File: config.mk
export PLATFORM = sky130hd
export DESIGN_NAME = quad_stepper
export DESIGN_NICKNAME = d
export VERILOG_FILES = /design/src/logic/shader_depth_pkg.sv /design/src/logic/shader_geom_pkg.sv /design/src/logic/quad_stepper.sv
export SDC_FILE = /design/constraint.sdc
export NUM_CORES = 1
export LEC_CHECK = 0
export BUFFER_PORTS_ARGS = -buffer_cell sky130_fd_sc_hd__buf_2
export CAP_MARGIN = 40
export CORE_AREA = 2 2 167 169
export CTS_CLUSTER_DIAMETER = 40
export CTS_CLUSTER_SIZE = 8
export DETAILED_ROUTE_END_ITERATION = 8
export DIE_AREA = 0 0 169 171
export GPL_TIMING_DRIVEN = 1
export PLACE_DENSITY_LB_ADDON = 0.05
export SLEW_MARGIN = 20
export SYNTH_ARGS = -nofsm -noshare
export SYNTH_HDL_FRONTEND = slang
export SYNTH_SLANG_ARGS = --single-unit
File: constraint.sdc
create_clock -name clk -period 9.65 [get_ports clk]
set_input_delay 0 -clock clk [delete_from_list [all_inputs] [get_ports clk]]
set_output_delay 0 -clock clk [all_outputs]
set_load 0.01 [all_outputs]
File: src/logic/shader_depth_pkg.sv
/* depth plane and depth store types */
package shader_depth_pkg;

    localparam int DEPTH_W = 16;
    localparam logic [DEPTH_W-1:0] DEPTH_FAR = '1;   // empty store entry

    // store address layout is {tile y, tile x, row}
    localparam int WR_ADDR_W = 10;

    typedef struct packed {
        logic [DEPTH_W-1:0]        z0;     // depth at tile origin
        logic signed [DEPTH_W-1:0] dzdx;
        logic signed [DEPTH_W-1:0] dzdy;
    } depth_plane_t;

    // one depth per lane, lane 0 in the low bits
    typedef logic [3:0][DEPTH_W-1:0] quad_depth_t;

    typedef struct packed {
        logic                 en;
        logic [WR_ADDR_W-1:0] addr;
        logic [3:0]           mask;   // lanes to write
        quad_depth_t          z;
    } depth_wr_t;

endpackage

File: src/logic/shader_geom_pkg.sv
/* tile and quad geometry types */
package shader_geom_pkg;

    localparam int LANES   = 4;    // samples per quad, rows per tile
    localparam int COORD_W = 8;
    localparam int COEF_W  = 16;
    localparam int EDGE_W  = 34;   // wide enough for a*x + b*y + c

    typedef struct packed {
        logic signed [COEF_W-1:0] a;
        logic signed [COEF_W-1:0] b;
        logic signed [COEF_W-1:0] c;
    } edge_coef_t;

    typedef struct packed {
        logic [3:0]                     tx;   // in tile units
        logic [3:0]                     ty;
        edge_coef_t [2:0]               edges;
        shader_depth_pkg::depth_plane_t plane;
    } tile_t;

    // position of one row of four samples
    typedef struct packed {
        logic [3:0]         tx;
        logic [3:0]         ty;
        logic [1:0]         row;
        logic               last;   // row 3 of the tile
        logic [COORD_W-1:0] px;     // pixel x of lane 0
        logic [COORD_W-1:0] py;
    } quad_pos_t;

endpackage

File: src/logic/quad_stepper.sv
/* tile handshake and quad stepper */
module quad_stepper (
    input  logic                       clk,
    input  logic                       rstn,
    input  logic                       i_tile_req,
    input  shader_geom_pkg::tile_t     i_tile,
    output logic                       o_tile_ack,
    input  logic                       i_adv,
    input  logic                       i_tile_done,
    output logic                       o_valid,
    output shader_geom_pkg::quad_pos_t o_pos,
    output shader_geom_pkg::tile_t     o_tile
);
    import shader_geom_pkg::*;

    tile_t      r_tile;
    logic [1:0] r_row;
    logic       r_ack;
    logic       r_busy;   // rows left to issue
    logic       r_wait;   // last quad still in flight
    logic       w_accept;

    assign w_accept = i_tile_req && !r_ack && !r_busy && !r_wait;

    always_ff @(posedge clk or negedge rstn) begin
        if (!rstn) begin
            r_ack  <= 1'b0;
            r_busy <= 1'b0;
            r_wait <= 1'b0;
            r_row  <= '0;
        end else begin
            if (w_accept) begin
                r_ack  <= 1'b1;
                r_busy <= 1'b1;
                r_row  <= '0;
            end else if (r_ack && !i_tile_req) begin
                r_ack <= 1'b0;
            end
            if (r_busy && i_adv) begin
                r_row <= r_row + 2'd1;
                if (r_row == 2'd3) begin
                    r_busy <= 1'b0;
                    r_wait <= 1'b1;
                end
            end
            if (r_wait && i_tile_done) begin
                r_wait <= 1'b0;
            end
        end
    end

    always_ff @(posedge clk) begin
        if (w_accept) begin
            r_tile <= i_tile;
        end
    end

    always_comb begin
        o_pos.tx   = r_tile.tx;
        o_pos.ty   = r_tile.ty;
        o_pos.row  = r_row;
        o_pos.last = (r_row == 2'd3);
        o_pos.px   = COORD_W'({r_tile.tx, 2'b00});
        o_pos.py   = COORD_W'({r_tile.ty, r_row});
    end

    assign o_tile_ack = r_ack;
    assign o_valid    = r_busy;
    assign o_tile     = r_tile;

    // four-phase: ack only answers a raised request
    ack_needs_req: assert property (@(posedge clk) disable iff (!rstn)
        !i_tile_req && !o_tile_ack |=> !o_tile_ack);

endmodule

==> results_dict.tcl <==
set metrics [dict create \
    intPower_mw 2.20 \
    clock_skew_ns 0.0167 \
    gp_congestion 0.728 \
    grt_pass1_wl_mm 27.9 \
    worstHoldStart "i_tile[135]" \
    via_per_inst 3.80 \
    leakage_nw 5.13 \
    ys_seq_area_share_pct 95.4 \
    combPwrFrac_pct 15.5 \
    clockPowerShare_pct 43.1 \
    cp.required_ns 9.81 \
    die_area_um2 28900 \
    ir_worst_vdd_v 0.000141 \
    wl_per_cell_um 15.5 \
    grt_pass1_vias 5173 \
    ff_latch_area_um2 6130 \
    cp-endpoint "o_tile[190]" \
    postRouteAntennaNets 0 \
    synth_seq_cells 205 \
    cpPeakStageDelay_ns 0.49 \
    dpl-instance-area_um2 8900 \
    hpwl_mm 14.0 \
    cts_buffers 39 \
    core_um2 27300 \
    min_path_type "primary input to register" \
    post-route-util_pct 44.6 \
    fin_crit_sh_pct 24.8 \
    rr_endpoint "o_tile[190]" \
    layout.nets 1108 \
    cts_root_buf "clkbuf_16" \
    multi_input_area_um2 133 \
    status "finished, final reports clean" \
    ios 434 \
    fin_ws_ns 7.26 \
    clock_latency_ns 0.50 \
    grt_antenna_before_repair 1 \
    post_cts_buffers 0 \
    finalPower_mw 2.90 \
    crit_slowest_cell "buf_4" \
    slew_headroom_pct 48.9 \
    yosys_warnings 0 \
    nFillCells 2555 \
    reg2reg_from "o_valid" \
    clk_pin_slew_ns 0.05 \
    max_cap_violations 0 \
    portBuffers 427 \
    synth_top_area_share_pct 93.5 \
    worstMarginPinSlew_ns 0.767 \
    path_max_fanout 50 \
    ys.flop_type "edfxtp_1" \
    syn_to_final_growth_pct 89.7 \
    critPathMostFrequentCell "buf_4" \
    cts_tree "yes" \
    vias 4838 \
    hold_viol_final 0 \
    final_area_um2 12200 \
    crit_start "o_valid" \
    final_layout_size_suffix_gt1_share_pct 52.6 \
    endpoint_kind "register" \
    fmax_mhz 418 \
    drt_iter0_drc 156 \
    worst-setup-path-type "register to register" \
    async_reset_ff_share_pct 2.44 \
    netlist_instances 242 \
    syn_area_um2 6420 \
    grt_usage_pct 12.7 \
    setup_violations 0 \
    synth_area_per_cell_um2 26.5 \
    synth.area.top_cells "edfxtp_1 93%, buf_4 2.8%, dfrtp_1 1.9%" \
    dp_slack_ns 7.22 \
    drc 0 \
    initial_core_util_pct 23.5 \
    seqPwrFrac_pct 41.4 \
    rsz0062_at_grt "no" \
    final.min_clock_period_ns 2.39 \
    synth_area_leader_cell "edfxtp_1" \
    ctsResizeCount 0 \
    crit_path_start_kind "register" \
    yosysUniqueCellTypes 13 \
    htreeDepth 2 \
    die_y_um 171 \
    std_cell_rows 61 \
    reg2regPathDepth 4 \
    synth_edf_count 200 \
    critPathArrivalTime_ns 2.56 \
    reg2reg_setup_slack_ns 7.26 \
    cts_buffer_depth 3 \
    yosysMostFrequentCell "edfxtp_1" \
    die_x_um 169 \
    grt_start_max_net_pins 56 \
    overflow 0 \
    finalMaxSlewViolations 0 \
    clock-sinks 205 \
    crit_chain "nor4b_4 -> buf_4 -> buf_4 -> buf_16" \
    power_switching_share_pct 24.3 \
    tns_ns 0 \
    firstDrtPassIters 4 \
    powerDensity_nw_per_um2 238 \
    wl_mm 19.7 \
    synthTopCellsByCount "200 x edfxtp_1, 24 x buf_4, 5 x dfrtp_1" \
    p_switching_mw 0.704 \
]
-- cells by family (layout without fill, tap and decap cells) --
kind of cell,after synthesis,after routing,share of synthesized area [%]
other,1,7,0.0584
buffers and inverters,24,704,2.80
and+or+nand+nor,4,4,0.643
adders and majority gates,1,1,0.195
DFF,205,205,95.4
muxes,1,1,0.156
AOI/OAI and AO/OA,6,6,0.721
-- what timing repair did --
action | 4_1_cts | 5_1_grt
endpoints found under the setup margin | 0 | 0
hold endpoints to repair | 210 | 0
hold buffers | 206 | 0
-- through the flow --
stage	instances	hold slack, ns
after floorplan	247	-0.296
after global placement	999	-0.180
after detailed placement	1001	-0.176
after CTS	1273	0.177
after global routing	1273	0.200
final	1274	0.214
-- final cells by class --
| class | count | area share, % |
|---|---|---|
| antenna | 1 | 0.0205 |
| timing repair buffer | 638 | 35.0 |
| clock inverter | 20 | 1.43 |
| sequential | 205 | 50.3 |
| tap | 346 | 3.55 |
| clock buffer | 46 | 8.57 |
| multi-input combinational | 18 | 1.09 |
-- registers in the layout (all words and copies together), names as in the netlist --
| name | count |
|---|---|
| o_tile_ack | 1 |
| r_row | 2 |
| o_pos | 8 |
| r_wait | 1 |
| o_tile | 192 |
| o_valid | 1 |
-- placed cells by master (no fill, tap or decap), drive strengths merged --
cell type / n
clkinvlp: 1
o21a: 1
o21ai: 2
ha: 1
mux2i: 1
edfxtp: 200
conb: 6
a21bo: 2
clkbuf: 46
a21o: 1
nor4b: 1
dfrtp: 5
clkinv: 16
bufinv: 3
dlygate4sd3: 206
buf: 432
nand3: 2
nand3b: 1
diode: 1
-- worst max-delay path: cells and delay by family, from the launching register on --
family / cells / cell delay [ns]
and+or+nand+nor: 1 / 0.30
buffers and inverters: 3 / 1.23
DFF: 1 / 0.47
-- layer usage --
layer	up-vias	track usage [%]	part of all wire, %
met4	0	5.24	2.6
li1	2265	-	-
met5	-	0	0
met3	45	4.86	9.6
met2	270	24.5	55
met1	2258	12.1	32
-- how the worst min path moves through the flow --
stage	depth (start not counted)	endpoint
2_1_floorplan	0	o_tile_ack
3_3_place_gp	1	r_row[1]
3_5_place_dp	1	o_valid
4_1_cts	2	o_tile[135]
5_1_grt	2	o_tile[143]
6_report	2	o_tile[135]
-- power by group through the flow --
stage / Clock [mW] / Combinational (mW) / Sequential [mW]
detailed placement: 0 / 0.390 / 1.22
global placement: 0 / 0.375 / 1.21
finish: 1.25 / 0.449 / 1.20
floorplan: 0 / 0.104 / 1.32
global route: 1.33 / 0.486 / 1.21
CTS: 1.29 / 0.460 / 1.20
Power figures use the tool's default switching activity.
