$ cat config.mk
export PLATFORM = sky130hd
export DESIGN_NAME = quad_merge
export DESIGN_NICKNAME = d
export VERILOG_FILES = /design/src/logic/shader_depth_pkg.sv /design/src/logic/shader_geom_pkg.sv /design/src/logic/quad_merge.sv
export SDC_FILE = /design/constraint.sdc
export NUM_CORES = 1
export LEC_CHECK = 0
export BUFFER_PORTS_ARGS = -buffer_cell sky130_fd_sc_hd__buf_2
export CELL_PAD_IN_SITES_DETAIL_PLACEMENT = 1
export CELL_PAD_IN_SITES_GLOBAL_PLACEMENT = 1
export CORE_MARGIN = 1.5
export CORE_UTILIZATION = 29
export DETAILED_ROUTE_END_ITERATION = 6
export GPL_TIMING_DRIVEN = 0
export PLACE_DENSITY_LB_ADDON = 0.1
export SKIP_LAST_GASP = 1
export SYNTH_ARGS = -nofsm -noshare
export SYNTH_HDL_FRONTEND = slang
export SYNTH_SLANG_ARGS = --single-unit
$ cat constraint.sdc
create_clock -name clk -period 5.7 [get_ports clk]
set_input_delay 1.14 -clock clk [delete_from_list [all_inputs] [get_ports clk]]
set_output_delay 1.14 -clock clk [all_outputs]
set_load 0.01 [all_outputs]
$ cat src/logic/shader_depth_pkg.sv
/* depth plane and depth store types */
package shader_depth_pkg;

    localparam int DEPTH_W = 16;
    localparam logic [DEPTH_W-1:0] DEPTH_FAR = '1;   // empty store entry

    // store address layout is {tile y, tile x, row}
    localparam int WR_ADDR_W = 10;

    typedef struct packed {
        logic [DEPTH_W-1:0]        z0;     // depth at tile origin
        logic signed [DEPTH_W-1:0] dzdx;
        logic signed [DEPTH_W-1:0] dzdy;
    } depth_plane_t;

    // one depth per lane, lane 0 in the low bits
    typedef logic [3:0][DEPTH_W-1:0] quad_depth_t;

    typedef struct packed {
        logic                 en;
        logic [WR_ADDR_W-1:0] addr;
        logic [3:0]           mask;   // lanes to write
        quad_depth_t          z;
    } depth_wr_t;

endpackage

$ cat src/logic/shader_geom_pkg.sv
/* tile and quad geometry types */
package shader_geom_pkg;

    localparam int LANES   = 4;    // samples per quad, rows per tile
    localparam int COORD_W = 8;
    localparam int COEF_W  = 16;
    localparam int EDGE_W  = 34;   // wide enough for a*x + b*y + c

    typedef struct packed {
        logic signed [COEF_W-1:0] a;
        logic signed [COEF_W-1:0] b;
        logic signed [COEF_W-1:0] c;
    } edge_coef_t;

    typedef struct packed {
        logic [3:0]                     tx;   // in tile units
        logic [3:0]                     ty;
        edge_coef_t [2:0]               edges;
        shader_depth_pkg::depth_plane_t plane;
    } tile_t;

    // position of one row of four samples
    typedef struct packed {
        logic [3:0]         tx;
        logic [3:0]         ty;
        logic [1:0]         row;
        logic               last;   // row 3 of the tile
        logic [COORD_W-1:0] px;     // pixel x of lane 0
        logic [COORD_W-1:0] py;
    } quad_pos_t;

endpackage

$ cat src/logic/quad_merge.sv
/* quad merge and output handshake */
module quad_merge (
    input  logic                          clk,
    input  logic                          rstn,
    input  logic                          i_cov_valid,
    input  shader_geom_pkg::quad_pos_t    i_pos,
    input  logic [3:0]                    i_cover,
    input  logic [3:0]                    i_pass,
    input  shader_depth_pkg::quad_depth_t i_depth,
    output logic                          o_adv,
    output shader_depth_pkg::depth_wr_t   o_wr,
    output logic                          o_tile_done,
    output logic                          o_quad_req,
    input  logic                          i_quad_ack,
    output shader_geom_pkg::quad_pos_t    o_quad_pos,
    output logic [3:0]                    o_quad_mask,
    output shader_depth_pkg::quad_depth_t o_quad_depth
);
    import shader_geom_pkg::*;
    import shader_depth_pkg::*;

    logic        r_full;   // slot holds a quad
    logic        r_req;
    logic        r_done;
    logic        w_load;
    logic [3:0]  w_mask;
    quad_pos_t   r_pos;
    logic [3:0]  r_mask;
    quad_depth_t r_depth;

    assign w_load = i_cov_valid && !r_full;
    assign w_mask = i_cover & i_pass;

    // store written on the same edge the slot loads
    always_comb begin
        o_wr.en   = w_load;
        o_wr.addr = {i_pos.ty, i_pos.tx, i_pos.row};
        o_wr.mask = w_mask;
        o_wr.z    = i_depth;
    end

    always_ff @(posedge clk or negedge rstn) begin
        if (!rstn) begin
            r_full <= 1'b0;
            r_req  <= 1'b0;
            r_done <= 1'b0;
        end else begin
            r_done <= 1'b0;
            if (!r_full) begin
                if (i_cov_valid) begin
                    r_full <= 1'b1;
                    r_req  <= 1'b1;
                end
            end else if (r_req) begin
                if (i_quad_ack) begin
                    r_req <= 1'b0;
                end
            end else if (!i_quad_ack) begin   // handshake complete
                r_full <= 1'b0;
                r_done <= r_pos.last;
            end
        end
    end

    always_ff @(posedge clk) begin
        if (w_load) begin
            r_pos   <= i_pos;
            r_mask  <= w_mask;
            r_depth <= i_depth;
        end
    end

    assign o_adv        = !r_full;
    assign o_tile_done  = r_done;
    assign o_quad_req   = r_req;
    assign o_quad_pos   = r_pos;
    assign o_quad_mask  = r_mask;
    assign o_quad_depth = r_depth;

    req_held: assert property (@(posedge clk) disable iff (!rstn)
        o_quad_req && !i_quad_ack |=> o_quad_req);

endmodule

==> impl_summary.txt <==
----------------------------------------------------
[Cells and area]
  Final cell count without fillers ... 630
  Fill cell count ... 1292
  Combined flip-flop and latch cell area ... 2928 µm²
  Footprint of the multi-input gates ... 66.31 µm²
  Final nets ... 581
  Count of antenna diodes in the layout ... 0
  Final core utilization ... 45.93%
  Layout-stage area growth over the synthesis result ... 54.97%
  Layout cells sized above 1 ... 76.40%

[Critical path]
  R2R Path Start ... r_full
  CP Launch Type ... input pin
  Worst EP required ... 4560 ps
  Worst path depth ... 6
  Data arrival time of the worst path ... 2460 ps
  Cell family contributing the most delay on the critical path ... buffers and inverters
  Critical register-to-register path endpoint ... o_quad_depth[49]
  Crit-path slowest cell ... nor2b_4
  Buffers and inverters on the worst path ... 5
  Max FO, Critical Path ... 26
  Flop2flop setup slack ... 3950 ps
  Kind of critical path ... in -> out
  CP dominant cell by count ... buf_2
  Cell chain of the critical path ... buf_2 > nor2b_4 > buf_16 > buf_12 > buf_4 > buf_2
  Cells on worst reg2reg path ... 3
  Nature of the critical path endpoint ... output pin
  Max stage delay on crit path ... 520 ps

[STA]
  Min cycle time layout ... 3602 ps
  Unrepaired setup endpoints after global routing ... no
  Number of endpoints failing setup at the final stage ... 0
  F_max ... 277.6 MHz
  Setup clock skew after layout ... 4.110 ps
  Final critical-path share of the clock period ... 63.19%
  Final worst setup slack ... 2098 ps
  Worst slew pin tran ... 596.0 ps
  Max Transition Viols Final ... 0
  Worst slew margin relative to its limit ... 60.18%
  Hold violation total from the final report ... 0

[Yosys]
  Post-synth cell types ... 10
  Warnings from Yosys ... 0
  Avg Cell Area, Syn ... 19.24 µm²
  #FFs+latches synth ... 98
  Gate count of the mapped netlist ... 185
  Post-synthesis sequential area ratio ... 82.25%
  Mapped cell area ... 3560 µm²
  Nets in the synthesized netlist ... 288

[CTS]
  Buffer type at the clock tree root ... clkbuf_16
  Clock sinks ... 98
  Quantity of gates resized following cts ... 0
  CTS Hold Bufs ... 0
  Clock edge transition at the registers on the reported setup and hold paths ... 60 ps
  Skew-Pair Late Insertion Delay ... 330 ps
  CTS buffer count ... 9
  H-tree Lvls ... 3
  Number of buffers on the longest clock path ... 2
  TritonCTS clock tree ... yes
  Post-CTS Setup Inserts ... 0

[Power and ir drop]
  Worst vdd rail ir drop ... 0.1674 mV
  Total power divided by cell area ... 367.9 nW/µm²
  Leakage power figure ... 2.608 nW

[Detailed routing]
  Routed length per instance ... 15.12 µm
  Final wirelength ... 9525 µm
  Starting DRC count in detailed routing ... 76
  Vias per cell ... 3.948
  Detailed-route DRC error count ... 0
  Number of optimization iterations in the first detailed-route pass ... 4
  Count of vias placed by the detailed router ... 2487
  Residual antenna-violating net count after detailed routing ... 0

[Floorplan]
  Die X-Extent ... 113.8 µm
  Number of rows in the core area ... 40
  Starting Density ... 29.64%
  Die area ... 12950 µm²
  I/O pin count ... 280
  Height of the die ... 113.8 µm
  Core region area ... 12010 µm²

[Worst hold path]
  WHS Endpoint ... o_tile_done
  Worst hold path depth ... 1
  Worst min path class ... reg -> reg
  Hold path startpoint ... o_quad_pos[16]

[Global route]
  Initial antenna violation count ... 0
  Overall overflow remaining after global route ... 0
  Wire length of the first global-routing pass ... 13480 µm
  Pin count of the biggest net entering global routing ... 34
  Global routing usage summed across all routing layers ... 14.28%
  Via count of the first global-routing pass ... 2453

[Placed design]
  Port-buffer cells ... 279
  Half-perimeter wire length of the detailed placement result ... 7886 µm
  Number of cells in the design after placement ... 614
  Global placer's final weighted congestion ... 0.7368
  Post-placement worst setup slack ... 2080 ps

[Status]
  Run status ... finished clean

[Run]
  Max-cap violation count ... 0

----------------------------------------------------
[report_power, final]
part,internal (mW),switching (mW)
sequential,0.950,0.0329
clock,0.384,0.234
combinational,0.185,0.244
total,1.52,0.511
[registers in the layout, indices dropped and copies added, names as in the netlist]
register / count
o_quad_pos: 27
o_tile_done: 1
r_full: 1
o_quad_req: 1
o_quad_depth: 64
o_quad_mask: 4
[how the worst max path moves through the flow]
stage | from | end | slack, ps
final | i_cov_valid | o_wr[78] | 2100
after global routing | i_cov_valid | o_wr[78] | 1950
after CTS | i_cov_valid | o_wr[78] | 2070
after detailed placement | i_cov_valid | o_wr[78] | 2080
after global placement | i_cov_valid | o_wr[78] | -770
after floorplan | i_cov_valid | o_wr[78] | 550
[layer usage]
| metal | track usage (%) | share of wire [%] |
|---|---|---|
| met5 | 0 | 0 |
| met4 | 6.833 | 1.7 |
| met3 | 3.826 | 8.2 |
| met2 | 27.43 | 57 |
| met1 | 14.11 | 33 |
[cells in the final DEF, fill, tap and decap left out, types with 2 or more instances in the layout]
master | netlist | routed
buf_2 | 0 | 279
bufinv_16 | 0 | 2
and2_1 | 4 | 4
clkbuf_16 | 0 | 9
inv_1 | 2 | 2
buf_4 | 75 | 75
clkbuf_1 | 0 | 4
buf_12 | 0 | 2
edfxtp_1 | 95 | 95
dfrtp_1 | 3 | 3
nor2_1 | 2 | 2
[kinds of logic (layout without fill, tap and decap cells)]
logic type             count (synthesis)  after routing  synth area share [%]
flip-flops                            98             98                 82.25
AND/OR/NAND/NOR                        8              8                 1.336
buffers and inverters                 77            375                 16.03
AO/OA/AOI/OAI                          2              2                0.3868
[Yosys cell counts]
master	instances	area share (%)
edfxtp_1	95	80
buf_4	75	16
and2_1	4	0.70
dfrtp_1	3	2.1
inv_1	2	0.21
nor2_1	2	0.21
and3_1	1	0.18
nor2b_2	1	0.25
o21bai_1	1	0.21
o22ai_1	1	0.18
[through the flow]
| step | area [µm²] | TNS (ps) | power [mW] | hold slack (ps) |
|---|---|---|---|---|
| 3_3_place_gp | 5140 | -775.0 | 1.416 | 488.3 |
| 2_1_floorplan | 3560 | 0 | 1.200 | 476.7 |
| 4_1_cts | 5517 | 0 | 2.068 | 529.1 |
| 5_1_grt | 5517 | 0 | 2.124 | 537.3 |
| 3_5_place_dp | 5213 | 0 | 1.441 | 512.6 |
| 6_report | 5517 | 0 | 2.030 | 524.2 |
[layout make-up]
class | count | share of cell area [%]
buffer | 75 | 10.21
clock buffer | 13 | 4.355
clock inverter | 3 | 1.157
inverter | 2 | 0.1361
multi-input combinational | 10 | 1.202
sequential | 98 | 53.07
tap | 147 | 3.334
timing repair buffer | 282 | 26.54
No activity file was read; power rests on OpenSTA's default activity.
